**src/hdl/trace_pkg.sv**
```systemverilog
////////////////////
// widths, typedefs and record layout shared by the trace unit
// one register write and one memory access per record at most
////////////////////
package trace_pkg;

  // default queue depth and credits handed to the sink at reset
  parameter int TRACE_DEPTH   = 4;
  parameter int TRACE_CREDITS = 4;

  ////////////////////
  // plain vector types
  ////////////////////
  typedef logic [31:0] addr_t;
  typedef logic [31:0] word_t;
  typedef logic [15:0] half_t;
  typedef logic [4:0]  reg_addr_t;
  typedef logic [4:0]  irq_no_t;
  typedef logic [31:0] cycle_t;
  // 4 bits hold CREDITS up to 15
  typedef logic [3:0]  credit_t;

  ////////////////////
  // record parts
  ////////////////////
  typedef struct packed {
    logic      valid;
    reg_addr_t addr;
    word_t     data;
  } reg_wr_t;

  // data holds store data when we is set and load data otherwise
  typedef struct packed {
    logic  valid;
    logic  we;
    addr_t addr;
    word_t data;
  } mem_acc_t;

  typedef struct packed {
    addr_t    pc;
    word_t    instr;
    cycle_t   cycle;
    logic     irq;
    irq_no_t  irq_no;
    logic     illegal;
    reg_wr_t  reg_wr;
    mem_acc_t mem;
  } trace_rec_t;

  ////////////////////
  // core side events
  ////////////////////
  typedef struct packed {
    addr_t pc;
    word_t instr;
    logic  is_compressed;
    logic  is_illegal;
  } id_event_t;

  typedef struct packed {
    logic      reg_we;
    reg_addr_t reg_addr;
    word_t     reg_wdata;
    logic      data_req;
    logic      data_gnt;
    logic      data_we;
    addr_t     data_addr;
    word_t     data_wdata;
  } ex_event_t;

  typedef struct packed {
    logic      wb_valid;
    logic      reg_we;
    reg_addr_t reg_addr;
    word_t     reg_wdata;
  } wb_event_t;

endpackage
```
**src/hdl/trace_unit.sv**
```systemverilog
////////////////////
// retirement trace unit, never stalls the core
// trace_valid needs a credit, trace_lost flags a dropped record
// rdata with a full rd queue is an error
////////////////////
module trace_unit
  import trace_pkg::*;
#(
  parameter int TRACE_DEPTH   = trace_pkg::TRACE_DEPTH,
  parameter int TRACE_CREDITS = trace_pkg::TRACE_CREDITS
) (
  input  logic       clk,
  input  logic       rst_n,
  // IF side
  input  logic       if_valid,
  input  logic       pc_set,
  input  logic       is_interrupt,
  input  irq_no_t    irq_no,
  input  half_t      instr_compressed,
  // decode, execute and write-back
  input  id_event_t  id_event,
  input  logic       id_fire,
  input  ex_event_t  ex_event,
  input  logic       ex_done,
  input  wb_event_t  wb_event,
  input  logic       wb_data_rvalid,
  input  word_t      wb_data_rdata,
  // sink
  input  logic       credit_return,
  output logic       trace_valid,
  output trace_rec_t trace_rec,
  output logic       trace_lost
);

  cycle_t     cycle;

  // ID to EX queue
  logic       ex_q_push;
  logic       ex_q_pop;
  logic       ex_q_full;
  logic       ex_q_empty;
  trace_rec_t ex_q_din;
  trace_rec_t ex_q_dout;

  // EX to WB queue
  logic       wb_q_push;
  logic       wb_q_pop;
  logic       wb_q_full;
  logic       wb_q_empty;
  trace_rec_t wb_q_din;
  trace_rec_t wb_q_dout;

  // load data
  logic       rd_q_pop;
  logic       rd_q_full;
  logic       rd_q_empty;
  word_t      rd_q_dout;

  // finished records
  logic       out_q_push;
  logic       out_q_pop;
  logic       out_q_full;
  logic       out_q_empty;
  trace_rec_t out_q_din;
  trace_rec_t out_q_dout;

  trace_cycle_counter u_cnt (
    .clk   (clk),
    .rst_n (rst_n),
    .cycle (cycle)
  );

  trace_id_capture u_id (
    .clk              (clk),
    .rst_n            (rst_n),
    .if_valid         (if_valid),
    .pc_set           (pc_set),
    .is_interrupt     (is_interrupt),
    .irq_no           (irq_no),
    .instr_compressed (instr_compressed),
    .id_fire          (id_fire),
    .id_event         (id_event),
    .cycle            (cycle),
    .q_full           (ex_q_full),
    .push             (ex_q_push),
    .rec              (ex_q_din),
    .lost             (trace_lost)
  );

  trace_fifo #(.DEPTH(TRACE_DEPTH), .T(trace_rec_t)) u_ex_q (
    .clk   (clk),
    .rst_n (rst_n),
    .push  (ex_q_push),
    .din   (ex_q_din),
    .pop   (ex_q_pop),
    .dout  (ex_q_dout),
    .full  (ex_q_full),
    .empty (ex_q_empty)
  );

  trace_ex_collect u_ex (
    .clk        (clk),
    .rst_n      (rst_n),
    .head       (ex_q_dout),
    .head_empty (ex_q_empty),
    .ex_done    (ex_done),
    .ex_event   (ex_event),
    .out_full   (wb_q_full),
    .pop        (ex_q_pop),
    .push       (wb_q_push),
    .rec        (wb_q_din)
  );

  trace_fifo #(.DEPTH(TRACE_DEPTH), .T(trace_rec_t)) u_wb_q (
    .clk   (clk),
    .rst_n (rst_n),
    .push  (wb_q_push),
    .din   (wb_q_din),
    .pop   (wb_q_pop),
    .dout  (wb_q_dout),
    .full  (wb_q_full),
    .empty (wb_q_empty)
  );

  trace_fifo #(.DEPTH(TRACE_DEPTH), .T(word_t)) u_rd_q (
    .clk   (clk),
    .rst_n (rst_n),
    .push  (wb_data_rvalid),
    .din   (wb_data_rdata),
    .pop   (rd_q_pop),
    .dout  (rd_q_dout),
    .full  (rd_q_full),
    .empty (rd_q_empty)
  );

  trace_wb_merge u_wb (
    .clk        (clk),
    .rst_n      (rst_n),
    .head       (wb_q_dout),
    .head_empty (wb_q_empty),
    .wb_event   (wb_event),
    .rd_data    (rd_q_dout),
    .rd_empty   (rd_q_empty),
    .wb_pop     (wb_q_pop),
    .rd_pop     (rd_q_pop),
    .push       (out_q_push),
    .rec        (out_q_din),
    .out_full   (out_q_full)
  );

  trace_fifo #(.DEPTH(TRACE_DEPTH), .T(trace_rec_t)) u_out_q (
    .clk   (clk),
    .rst_n (rst_n),
    .push  (out_q_push),
    .din   (out_q_din),
    .pop   (out_q_pop),
    .dout  (out_q_dout),
    .full  (out_q_full),
    .empty (out_q_empty)
  );

  trace_emit_fsm #(.CREDITS(TRACE_CREDITS)) u_emit (
    .clk           (clk),
    .rst_n         (rst_n),
    .head          (out_q_dout),
    .head_empty    (out_q_empty),
    .credit_return (credit_return),
    .pop           (out_q_pop),
    .trace_valid   (trace_valid),
    .trace_rec     (trace_rec)
  );

  // rdata has nowhere to wait, the rd queue must have room
  a_rd_room: assert property (@(posedge clk) disable iff (!rst_n)
    wb_data_rvalid |-> (!rd_q_full || rd_q_pop))
    else $error("load data arrived with the rd queue full");

endmodule

```
**src/hdl/trace_emit_fsm.sv**
```systemverilog
////////////////////
// sends finished records to the sink, one credit per record
// the sink takes every valid record in the same cycle
////////////////////
module trace_emit_fsm
  import trace_pkg::*;
#(
  parameter int CREDITS = 4
) (
  input  logic       clk,
  input  logic       rst_n,
  input  trace_rec_t head,
  input  logic       head_empty,
  input  logic       credit_return,
  output logic       pop,
  output logic       trace_valid,
  output trace_rec_t trace_rec
);

  typedef enum logic [1:0] {
    IDLE,
    SEND,
    STARVED
  } state_e;

  state_e  state;
  state_e  state_d;
  credit_t credits;
  credit_t avail;
  logic    can_send;

  // record in flight this cycle still holds its credit
  assign avail    = credits - credit_t'(trace_valid);
  assign can_send = !head_empty && (avail != '0);
  assign pop      = can_send;

  ////////////////////
  // next state
  ////////////////////
  always_comb begin
    if (can_send) begin
      state_d = SEND;
    end else if (!head_empty) begin
      // records waiting, no credit left
      state_d = STARVED;
    end else begin
      state_d = IDLE;
    end
  end

  always_ff @(posedge clk or negedge rst_n) begin
    if (!rst_n) begin
      state   <= IDLE;
      credits <= credit_t'(CREDITS);
    end else begin
      state <= state_d;
      // spend on the valid cycle, refill on each return pulse
      credits <= credits - credit_t'(trace_valid) + credit_t'(credit_return);
    end
  end

  // record register, loaded with the head on each pop
  always_ff @(posedge clk) begin
    if (can_send) begin
      trace_rec <= head;
    end
  end

  assign trace_valid = (state == SEND);

  // sink must never return more credits than it was given
  a_credit_max: assert property (@(posedge clk) disable iff (!rst_n)
    credits <= credit_t'(CREDITS))
    else $error("credit count above %0d", CREDITS);

endmodule

```
**src/hdl/trace_wb_merge.sv**
```systemverilog
////////////////////
// completes records with the WB register write and load data
// loads wait for rdata in the rd queue, stores take none
// illegal records pass through untouched
////////////////////
module trace_wb_merge
  import trace_pkg::*;
(
  input  logic       clk,
  input  logic       rst_n,
  input  trace_rec_t head,
  input  logic       head_empty,
  input  wb_event_t  wb_event,
  input  word_t      rd_data,
  input  logic       rd_empty,
  output logic       wb_pop,
  output logic       rd_pop,
  output logic       push,
  output trace_rec_t rec,
  input  logic       out_full
);

  // wb_valid seen while the record still waits on load data or room
  logic    wb_seen_q;
  reg_wr_t wb_reg_q;

  reg_wr_t wb_reg;
  logic    wb_done;
  logic    needs_load;
  logic    ready;
  logic    move;

  // register write reported by WB this cycle, or the one held
  always_comb begin
    wb_reg = '0;
    if (wb_seen_q) begin
      wb_reg = wb_reg_q;
    end else if (wb_event.wb_valid && wb_event.reg_we) begin
      wb_reg.valid = 1'b1;
      wb_reg.addr  = wb_event.reg_addr;
      wb_reg.data  = wb_event.reg_wdata;
    end
  end

  assign wb_done    = wb_event.wb_valid || wb_seen_q;
  assign needs_load = head.mem.valid && !head.mem.we;
  assign ready      = head.illegal || (wb_done && (!needs_load || !rd_empty));
  assign move       = !head_empty && !out_full && ready;

  assign wb_pop = move;
  assign push   = move;
  assign rd_pop = move && !head.illegal && needs_load;

  always_comb begin
    rec = head;
    if (!head.illegal) begin
      // WB write only overrides the EX one when it really writes
      if (wb_reg.valid) begin
        rec.reg_wr = wb_reg;
      end
      if (needs_load) begin
        rec.mem.data = rd_data;
      end
    end
  end

  always_ff @(posedge clk or negedge rst_n) begin
    if (!rst_n) begin
      wb_seen_q <= 1'b0;
      wb_reg_q  <= '0;
    end else if (move && !head.illegal) begin
      wb_seen_q <= 1'b0;
      wb_reg_q  <= '0;
    end else if (!wb_seen_q && wb_event.wb_valid) begin
      // with an illegal head this wb belongs to the record behind it
      wb_seen_q <= 1'b1;
      wb_reg_q  <= wb_reg;
    end
  end

endmodule

```
**src/hdl/trace_ex_collect.sv**
```systemverilog
////////////////////
// adds EX register write and granted access to the ex queue head
// if the wb queue is full after ex_done, EX activity of the next
// instruction is not captured until the head moves on
////////////////////
module trace_ex_collect
  import trace_pkg::*;
(
  input  logic       clk,
  input  logic       rst_n,
  input  trace_rec_t head,
  input  logic       head_empty,
  input  logic       ex_done,
  input  ex_event_t  ex_event,
  input  logic       out_full,
  output logic       pop,
  output logic       push,
  output trace_rec_t rec
);

  // state gathered while the instruction sits in EX
  reg_wr_t  reg_q;
  mem_acc_t mem_q;
  // ex_done seen but the wb queue was full
  logic     done_q;

  reg_wr_t  cur_reg;
  mem_acc_t cur_mem;
  logic     move;

  // gathered state plus whatever EX shows this cycle
  always_comb begin
    cur_reg = reg_q;
    if (ex_event.reg_we) begin
      cur_reg.valid = 1'b1;
      cur_reg.addr  = ex_event.reg_addr;
      cur_reg.data  = ex_event.reg_wdata;
    end
    cur_mem = mem_q;
    if (ex_event.data_req && ex_event.data_gnt) begin
      cur_mem.valid = 1'b1;
      cur_mem.we    = ex_event.data_we;
      cur_mem.addr  = ex_event.data_addr;
      // load data is filled in at WB
      cur_mem.data  = ex_event.data_we ? ex_event.data_wdata : '0;
    end
  end

  // illegal records never see EX, they leave as soon as there is room
  assign move = !head_empty && !out_full && (head.illegal || ex_done || done_q);
  assign pop  = move;
  assign push = move;

  always_comb begin
    rec = head;
    if (!head.illegal) begin
      rec.reg_wr = done_q ? reg_q : cur_reg;
      rec.mem    = done_q ? mem_q : cur_mem;
    end
  end

  always_ff @(posedge clk or negedge rst_n) begin
    if (!rst_n) begin
      reg_q  <= '0;
      mem_q  <= '0;
      done_q <= 1'b0;
    end else if (move && !head.illegal) begin
      reg_q  <= '0;
      mem_q  <= '0;
      done_q <= 1'b0;
    end else if (!done_q) begin
      // an illegal head does not clear, activity belongs to the next one
      reg_q  <= cur_reg;
      mem_q  <= cur_mem;
      done_q <= ex_done;
    end
  end

  // every instruction leaving EX was queued at decode
  a_ex_done_head: assert property (@(posedge clk) disable iff (!rst_n)
    ex_done |-> !head_empty)
    else $error("ex_done with no record in the ex queue");

endmodule

```
**src/hdl/trace_id_capture.sv**
```systemverilog
////////////////////
// opens one record per decode event and pushes it to the ex queue
// a record that meets a full queue is dropped, lost stays set until reset
////////////////////
module trace_id_capture
  import trace_pkg::*;
(
  input  logic       clk,
  input  logic       rst_n,
  input  logic       if_valid,
  input  logic       pc_set,
  input  logic       is_interrupt,
  input  irq_no_t    irq_no,
  input  half_t      instr_compressed,
  input  logic       id_fire,
  input  id_event_t  id_event,
  input  cycle_t     cycle,
  input  logic       q_full,
  output logic       push,
  output trace_rec_t rec,
  output logic       lost
);

  // interrupt pending in IF, then handed to ID with the fetch
  logic    irq_if;
  irq_no_t irq_no_if;
  logic    irq_id;
  irq_no_t irq_no_id;
  // compressed half that travels with the instruction into ID
  half_t   half_id;

  ////////////////////
  // IF to ID handoff
  ////////////////////
  always_ff @(posedge clk or negedge rst_n) begin
    if (!rst_n) begin
      irq_if <= 1'b0;
      irq_id <= 1'b0;
    end else begin
      // pc_set opens the interrupt window, next fetch closes it
      if (pc_set) begin
        irq_if <= is_interrupt;
      end else if (if_valid) begin
        irq_if <= 1'b0;
      end
      if (if_valid) begin
        irq_id <= irq_if;
      end
    end
  end

  // payload side, follows the same enables
  always_ff @(posedge clk) begin
    if (pc_set) begin
      irq_no_if <= irq_no;
    end
    if (if_valid) begin
      half_id   <= instr_compressed;
      irq_no_id <= irq_no_if;
    end
  end

  ////////////////////
  // record build
  ////////////////////
  always_comb begin
    rec         = '0;
    rec.pc      = id_event.pc;
    rec.cycle   = cycle;
    rec.illegal = id_event.is_illegal;
    // compressed instructions show the latched half twice
    if (id_event.is_compressed) begin
      rec.instr = {half_id, half_id};
    end else begin
      rec.instr = id_event.instr;
    end
    if (irq_id) begin
      rec.irq    = 1'b1;
      rec.irq_no = irq_no_id;
    end
  end

  assign push = id_fire && !q_full;

  // sticky drop flag
  always_ff @(posedge clk or negedge rst_n) begin
    if (!rst_n) begin
      lost <= 1'b0;
    end else if (id_fire && q_full) begin
      lost <= 1'b1;
    end
  end

endmodule

```
**src/hdl/trace_cycle_counter.sv**
```systemverilog
////////////////////
// free-running cycle stamp, wraps silently after 2^32 cycles
////////////////////
module trace_cycle_counter
  import trace_pkg::*;
(
  input  logic   clk,
  input  logic   rst_n,
  output cycle_t cycle
);

  cycle_t cnt;

  // reads 0 at the first edge after reset release
  always_ff @(posedge clk or negedge rst_n) begin
    if (!rst_n) begin
      cnt <= '0;
    end else begin
      cnt <= cnt + 1'b1;
    end
  end

  assign cycle = cnt;

endmodule

```
**src/hdl/trace_fifo.sv**
```systemverilog
////////////////////
// show-ahead FIFO, dout is the head whenever empty is low
// push when full or pop when empty is a caller error
////////////////////
module trace_fifo #(
  parameter int  DEPTH = 4,
  parameter type T     = logic
) (
  input  logic clk,
  input  logic rst_n,
  input  logic push,
  input  T     din,
  input  logic pop,
  output T     dout,
  output logic full,
  output logic empty
);

  localparam int PW = (DEPTH > 1) ? $clog2(DEPTH) : 1;
  localparam int CW = $clog2(DEPTH + 1);

  T              mem [DEPTH];
  logic [PW-1:0] wr_ptr;
  logic [PW-1:0] rd_ptr;
  logic [CW-1:0] count;

  // pointer step with wrap at DEPTH, depth need not be a power of two
  function automatic logic [PW-1:0] next_ptr(input logic [PW-1:0] p);
    logic [PW-1:0] n;
    n = p + 1'b1;
    if (p == PW'(DEPTH - 1)) begin
      n = '0;
    end
    return n;
  endfunction

  // storage, no reset on payload
  always_ff @(posedge clk) begin
    if (push) begin
      mem[wr_ptr] <= din;
    end
  end

  always_ff @(posedge clk or negedge rst_n) begin
    if (!rst_n) begin
      wr_ptr <= '0;
      rd_ptr <= '0;
      count  <= '0;
    end else begin
      if (push) begin
        wr_ptr <= next_ptr(wr_ptr);
      end
      if (pop) begin
        rd_ptr <= next_ptr(rd_ptr);
      end
      // occupancy only moves when exactly one side fires
      if (push && !pop) begin
        count <= count + 1'b1;
      end else if (pop && !push) begin
        count <= count - 1'b1;
      end
    end
  end

  assign dout  = mem[rd_ptr];
  assign full  = (count == CW'(DEPTH));
  assign empty = (count == '0);

  // producers upstream must look at full before pushing
  a_no_push_full: assert property (@(posedge clk) disable iff (!rst_n)
    !(push && full))
    else $error("push into full trace fifo");

  a_no_pop_empty: assert property (@(posedge clk) disable iff (!rst_n)
    !(pop && empty))
    else $error("pop from empty trace fifo");

endmodule

```
**config.mk**
```make
export PLATFORM = sky130hd
export DESIGN_NAME = trace_unit
export DESIGN_NICKNAME = d
export VERILOG_FILES = /design/src/hdl/trace_pkg.sv /design/src/hdl/trace_unit.sv /design/src/hdl/trace_emit_fsm.sv /design/src/hdl/trace_wb_merge.sv /design/src/hdl/trace_ex_collect.sv /design/src/hdl/trace_id_capture.sv /design/src/hdl/trace_cycle_counter.sv /design/src/hdl/trace_fifo.sv
export SDC_FILE = /design/constraint.sdc
export NUM_CORES = 2
export LEC_CHECK = 0
export CAP_MARGIN = 20
export CORE_UTILIZATION = 59
export CTS_BUF_LIST = sky130_fd_sc_hd__clkbuf_4 sky130_fd_sc_hd__clkbuf_8
export DETAILED_ROUTE_END_ITERATION = 8
export DONT_BUFFER_PORTS = 1
export GPL_TIMING_DRIVEN = 0
export PLACE_DENSITY_LB_ADDON = 0.1
export SLEW_MARGIN = 5
export SYNTH_ARGS = -nofsm -noshare
export SYNTH_HDL_FRONTEND = slang
export SYNTH_SLANG_ARGS = --single-unit
export TNS_END_PERCENT = 100
```
**constraint.sdc**
```tcl
create_clock -name clk -period 13.27 [get_ports clk]
set_input_delay 2.654 -clock clk [delete_from_list [all_inputs] [get_ports clk]]
set_output_delay 2.654 -clock clk [all_outputs]
set_load 0.03 [all_outputs]
```
* Word-level counts from Yosys, hierarchy flattened
Memory sizes are Yosys's and may differ from the RTL's. A register that Yosys moved wholly into a read port is not among the register bits.
Index checks and enable logic that the tools add are counted.
** Word-level totals
- Register bits after elaboration :: 239
- RAM bits :: 2196
- Input port bits :: 272
- Output and inout port bits :: 209
- Logic and storage cells :: 175
- Memories kept :: 4
** Memories
- u_out_q.mem :: words 4, width 207, read ports 1, clocked after memory_dff 1, write ports 1, RTL line trace_fifo.sv:22 : T mem [DEPTH];
- u_wb_q.mem :: words 4, width 207, read ports 1, clocked after memory_dff 0, write ports 1, RTL line trace_fifo.sv:22
- u_ex_q.mem :: words 4, width 103, read ports 1, clocked after memory_dff 0, write ports 1, RTL line trace_fifo.sv:22
- u_rd_q.mem :: words 4, width 32, read ports 1, clocked after memory_dff 0, write ports 1, RTL line trace_fifo.sv:22
** Cells by class
- $add $sub $neg :: 19
- Eq/ne operators :: 12
- Mux-type cells :: 50
- Reductions and logical operators :: 57
** Operator list (count)
- 2-to-1 mux 38 bit :: 9
- 2-to-1 mux 66 bit :: 3
- 2-to-1 mux 32 bit :: 4
- 2-to-1 mux 104 bit :: 1
- adder 32 x 1 -> 32 bit (second input constant) :: 1
- 2-to-1 mux 3 bit :: 8
- logical AND 1 bit :: 23
- 2-to-1 mux 2 bit :: 10
- logical NOT 1 bit :: 18
- adder 2 x 1 -> 2 bit (second input constant) :: 8
- == test 2 bit (second input constant) :: 8
- 2-to-1 mux 1 bit :: 14
- adder 3 x 1 -> 3 bit (second input constant) :: 4
- logical NOT 3 bit :: 4
- nonzero test 2 bit :: 6
- subtractor 3 x 1 -> 3 bit (second input constant) :: 4
- == test 3 bit (second input constant) :: 3
- 2-to-1 mux 6 bit :: 1
- logical OR 1 bit :: 5
- adder 4 x 1 -> 4 bit :: 1
- nonzero test 4 bit :: 1
- subtractor 4 x 1 -> 4 bit :: 1
- == test 2 x 1 -> 1 bit (second input constant) :: 1

* Longest topological paths before layout
An unclocked memory read counts as a cell.
- Depth in word-level cells :: 13
- Depth in mapped cells :: 12
- Mapped depth without buffers :: 12

* Hierarchy
A second synthesis with hierarchy kept.
** Unflattened totals
- Cells, all modules :: 5332
- Area, all modules :: 116151.4 µm²
** By module, submodules not included
- trace_fifo (u_ex_q ...) :: instances 3, cells an instance 1118, area each 30202.7 µm²
- trace_emit_fsm :: instances 1, cells an instance 231, area each 6515.0 µm²
- trace_ex_collect :: instances 1, cells an instance 719, area each 6098.3 µm²
- trace_fifo (u_rd_q) :: instances 1, cells an instance 205, area each 5078.6 µm²
- trace_wb_merge :: instances 1, cells an instance 401, area each 3786.1 µm²
- trace_id_capture :: instances 1, cells an instance 295, area each 2586.2 µm²
- trace_cycle_counter :: instances 1, cells an instance 127, area each 1478.9 µm²

* Worst setup path after synthesis
No wires, ideal clock.
- Path kind :: reg-to-reg
- From :: register u_emit.state[1]
- To :: register u_out_q.count[1]
- Arrival time :: 14.252 ns
- Data required time :: 13.145 ns
- Setup slack :: -1.106 ns
- Cell stages (with the launch flop) :: 11
- Buffers on the path :: 0
- Period minus slack after synthesis :: 14.376 ns
- Cell sequence :: dfrtp_1 nor2b_1 ha_1 nor3b_1 xnor2_1 a41oi_1 inv_1 ha_1 inv_1 fa_1 mux2_2
** Between the ends
- Longest elaborated chain between the ends :: 7
- Elaborated cells between the ends (all ways) :: 9
- Classes of those cells :: 1 x add/sub; 1 x eq/ne; 1 x mux; 6 x reduce/logical
** RTL lines
- start: declaration :: RTL line trace_emit_fsm.sv:26 : state_e state;
- start signal: assignment :: RTL line trace_emit_fsm.sv:56 : state <= state_d;
- == test 2 x 1 -> 1 bit (*) :: RTL line trace_emit_fsm.sv:69 : assign trace_valid = (state == SEND);
- net trace_valid :: RTL line trace_unit.sv:30 : output logic trace_valid,
- subtractor 4 x 1 -> 4 bit (*) :: RTL line trace_emit_fsm.sv:33 : assign avail = credits - credit_t'(trace_valid);
- nonzero test 4 bit (*) :: RTL line trace_emit_fsm.sv:34 : assign can_send = !head_empty && (avail != '0);
- logical AND 1 bit (*) :: RTL line trace_emit_fsm.sv:34
- net out_q_pop :: RTL line trace_unit.sv:61 : logic out_q_pop;
- logical NOT 1 bit :: RTL line trace_fifo.sv:57 : if (push && !pop) begin
- logical AND 1 bit :: RTL line trace_fifo.sv:57
- 2-to-1 mux 3 bit or nonzero test 2 bit (tied branches)
- end signal: assignment :: RTL line trace_fifo.sv:58 : count <= count + 1'b1;
- end signal: assignment :: RTL line trace_fifo.sv:60 : count <= count - 1'b1;
- end: declaration :: RTL line trace_fifo.sv:25 : logic [CW-1:0] count;
Mark *: on every way through the listed nets, which the timed path passes. The rest lies on a longest branch.
A chain may end at the register's enable or synchronous reset.

* Worst setup path in the final report
- From :: register u_emit.state[1]
- To :: output trace_valid
** Between the ends
- Longest elaborated chain between the ends :: 1
** RTL lines (RTL line)
- == test 2 x 1 -> 1 bit :: trace_emit_fsm.sv:69
- end: declaration :: trace_unit.sv:30
Every way passes these cells.

==> impl_metrics.toml <==
[status]
status = "complete, but fails checks"
violations = "max-slew violations"

[synthesis]
avgSynthCellArea_sq_um = 22.5
synthArstFlopShare = 0.0806
synth-seq-cells = 2642
synth_area_sq_mm = 0.0972
yosys-top-cells-area = "edfxtp_1 75%, mux4_2 13%, dfrtp_1 5.5%"
seq_area_frac_synth = 0.805
synth_top_area_frac = 0.750
synth_edf_count = 2429
ys.flop_type = "edfxtp_1"
synth_fp_nets = 4635
ys.warnings.count = 0
yosys.area.top_type = "edfxtp_1"
synth_cells = 4330
yosysUniqueCellTypes = 54

[die]
die_w_um = 408
start_util = 0.596
dieArea_sq_mm = 0.166
die-height_um = 408
row_count = 148
core_sq_mm = 0.163
io_pins = 481

[final_layout]
nNetsFinal = 5161
syn_to_final_growth_pct = 13.8
final_cell_count_no_fill = 7363
stdcell_area_sq_mm = 0.111
nFillCells = 10368
layout-drive-gt1-share = 0.285
utilization = 0.678

[placed_design]
port_buffers = 0
hpwl_um = 135000
postPlaceCellArea_sq_mm = 0.102
pre_cts_ws_ns = 7.82
place_inst = 6601
gp_congestion = 0.802

[setup_path]
r2r_setup_slack_ns = 9.16
slowest_delay_ns = 0.51
critPathBufInv = 0
worstPathRequired_ns = 10.62
critical_path_class = "reg2out"
cp_slowest_cell = "nor2b_1"
critPathMaxFanout = 2
crit_chain = "nor2b_1"
crit_arrival_ns = 1.93
critPathLaunchType = "flop"
end_kind = "primary output"
critPathTopFamily = "simple AND/OR/NAND/NOR gates"

[detailed_routing]
routed_via_density = 5.97
first_iter_violations = 3538
vias = 43925
wl_per_cell_um = 28.1
detail-route-antenna-nets = 0
dr.pass1.iters = 6
drt_wl_total_um = 207000
drc_errors = 0

[timing]
slew_violations = 99
slew-limit-headroom = -0.0971
worst_pin_slew_ns = 1.65
skew_ns = 0.0513
hold_viol_final = 0
fin_setup_tns_ns = 0
fin_crit_ns = 4.59
whs_ns = 0.413
max_freq_mhz = 218
final.period_utilization = 0.346
rsz0062_at_grt = "no"
setup_viol = 0
fin_ws_ns = 8.68

[cts]
htreeDepth = 5
post_cts_buffers = 0
cts_resized = 0
cts.reportedPaths.clkPinSlew_ns = 0.06
cts_tree = "built"
ctsHoldBuffers = 0
cts.sinks = 2642
clock_latency_ns = 1.08
cts_root_buf = "clkbuf_8"
cts_buffer_depth = 4
numCtsBuffers = 425

[power]
vdd_ir_drop_max_uv = 184
power.share.switching = 0.318
p_total_mw = 32.0
p_seq_frac = 0.498
p_int_mw = 21.8
p_comb_frac = 0.290
power.leakage_nw = 37.5
clkPwrFrac = 0.211
power_density_mw_per_mm2 = 289
switchingPower_mw = 10.2

[global_routing]
grt_pass1_wl_um = 304000
gr-usage-all-layers = 0.252
grt_pass1_vias = 45766
antenna_found_initial = 17
grt_max_degree = 214
overflow = 0

[run]
maxCapViolCount = 0

[worst_hold_path]
hold_class = "reg2reg"
==> cells in the mapped netlist (33+ instances only) <==
library cell	number
edfxtp_1	2429
mux4_2	550
nor2_1	308
dfrtp_1	212
clkbuf_1	101
a21oi_1	76
a22oi_1	74
mux2i_1	72
buf_2	62
inv_1	54
mux2_2	44
and3_1	37
o21ai_0	36
buf_1	35
nand2_1	35
xnor2_1	33
==> per-layer routing <==
layer / routed length, um / share of wire / GRT usage
met1: 82400 / 0.40 / 0.337
met3: 14100 / 0.068 / 0.0637
met2: 105000 / 0.51 / 0.414
met4: 4880 / 0.024 / 0.0779
met5: 118 / 0.00057 / 0
==> sequential cells by signal (all words and copies together) (netlist names), 38 cells and up <==
name,flops
u_emit.trace_rec,207
u_ex.mem_q,66
u_ex.reg_q,38
u_ex_q.mem,412
u_out_q.mem,828
u_rd_q.mem,128
u_wb.wb_reg_q,38
u_wb_q.mem,828
==> kinds of logic after synthesis <==
family,after synthesis,share of synthesized area
and+or+nand+nor,472,0.0216
muxes,668,0.140
AOI/OAI and AO/OA,206,0.0134
DFF,2642,0.805
adders and majority gates,33,0.00455
buffers and inverters,263,0.0113
xor gates and xnor gates,46,0.00414
==> area by class of cell <==
type,instances,area (sq um),area share
antenna,6,15.0,0.000136
buffer,208,902,0.00815
clock buffer,636,7700,0.0695
clock inverter,117,594,0.00537
inverter,55,206,0.00187
multi-input combinational,1425,18000,0.162
sequential,2642,78300,0.707
tap,2175,2720,0.0246
timing repair buffer,99,2300,0.0208
==> power groups by stage <==
stage               Clock [mW]  Sequential, mW  Combinational, mW
floorplan                    0            16.6               5.70
global placement             0            17.1               8.02
detailed placement           0            16.1               9.48
CTS                       6.91            16.0               9.50
global route              7.28            16.2               9.96
finish                    6.77            16.0               9.30
==> cells in the final DEF, fill, tap and decap left out, types with 63 or more instances in the layout <==
master,netlist,routed
a21oi_1,76,72
edfxtp_1,2429,2429
clkinv_1,0,75
mux4_2,550,550
nor2_1,308,308
a22oi_1,74,74
dfrtp_1,212,212
mux2i_1,72,72
clkbuf_1,101,97
clkbuf_8,0,467
clkbuf_4,0,170
buf_2,62,63
==> final timing paths <==
check                                        from                 end  depth (start not counted)
worst max-delay path              u_emit.state[1]         trace_valid                          1
worst min-delay path            u_id.irq_no_if[1]   u_id.irq_no_id[1]                          0
worst max register to register   u_ex_q.rd_ptr[0]  u_wb_q.mem[1][142]                          9
worst min register to register  u_id.irq_no_if[1]   u_id.irq_no_id[1]                          0
max in group asynchronous                   rst_n      u_ex.reg_q[36]                          0
min in group asynchronous                   rst_n     u_cnt.cycle[31]                          0
Power figures use the tool's default switching activity.
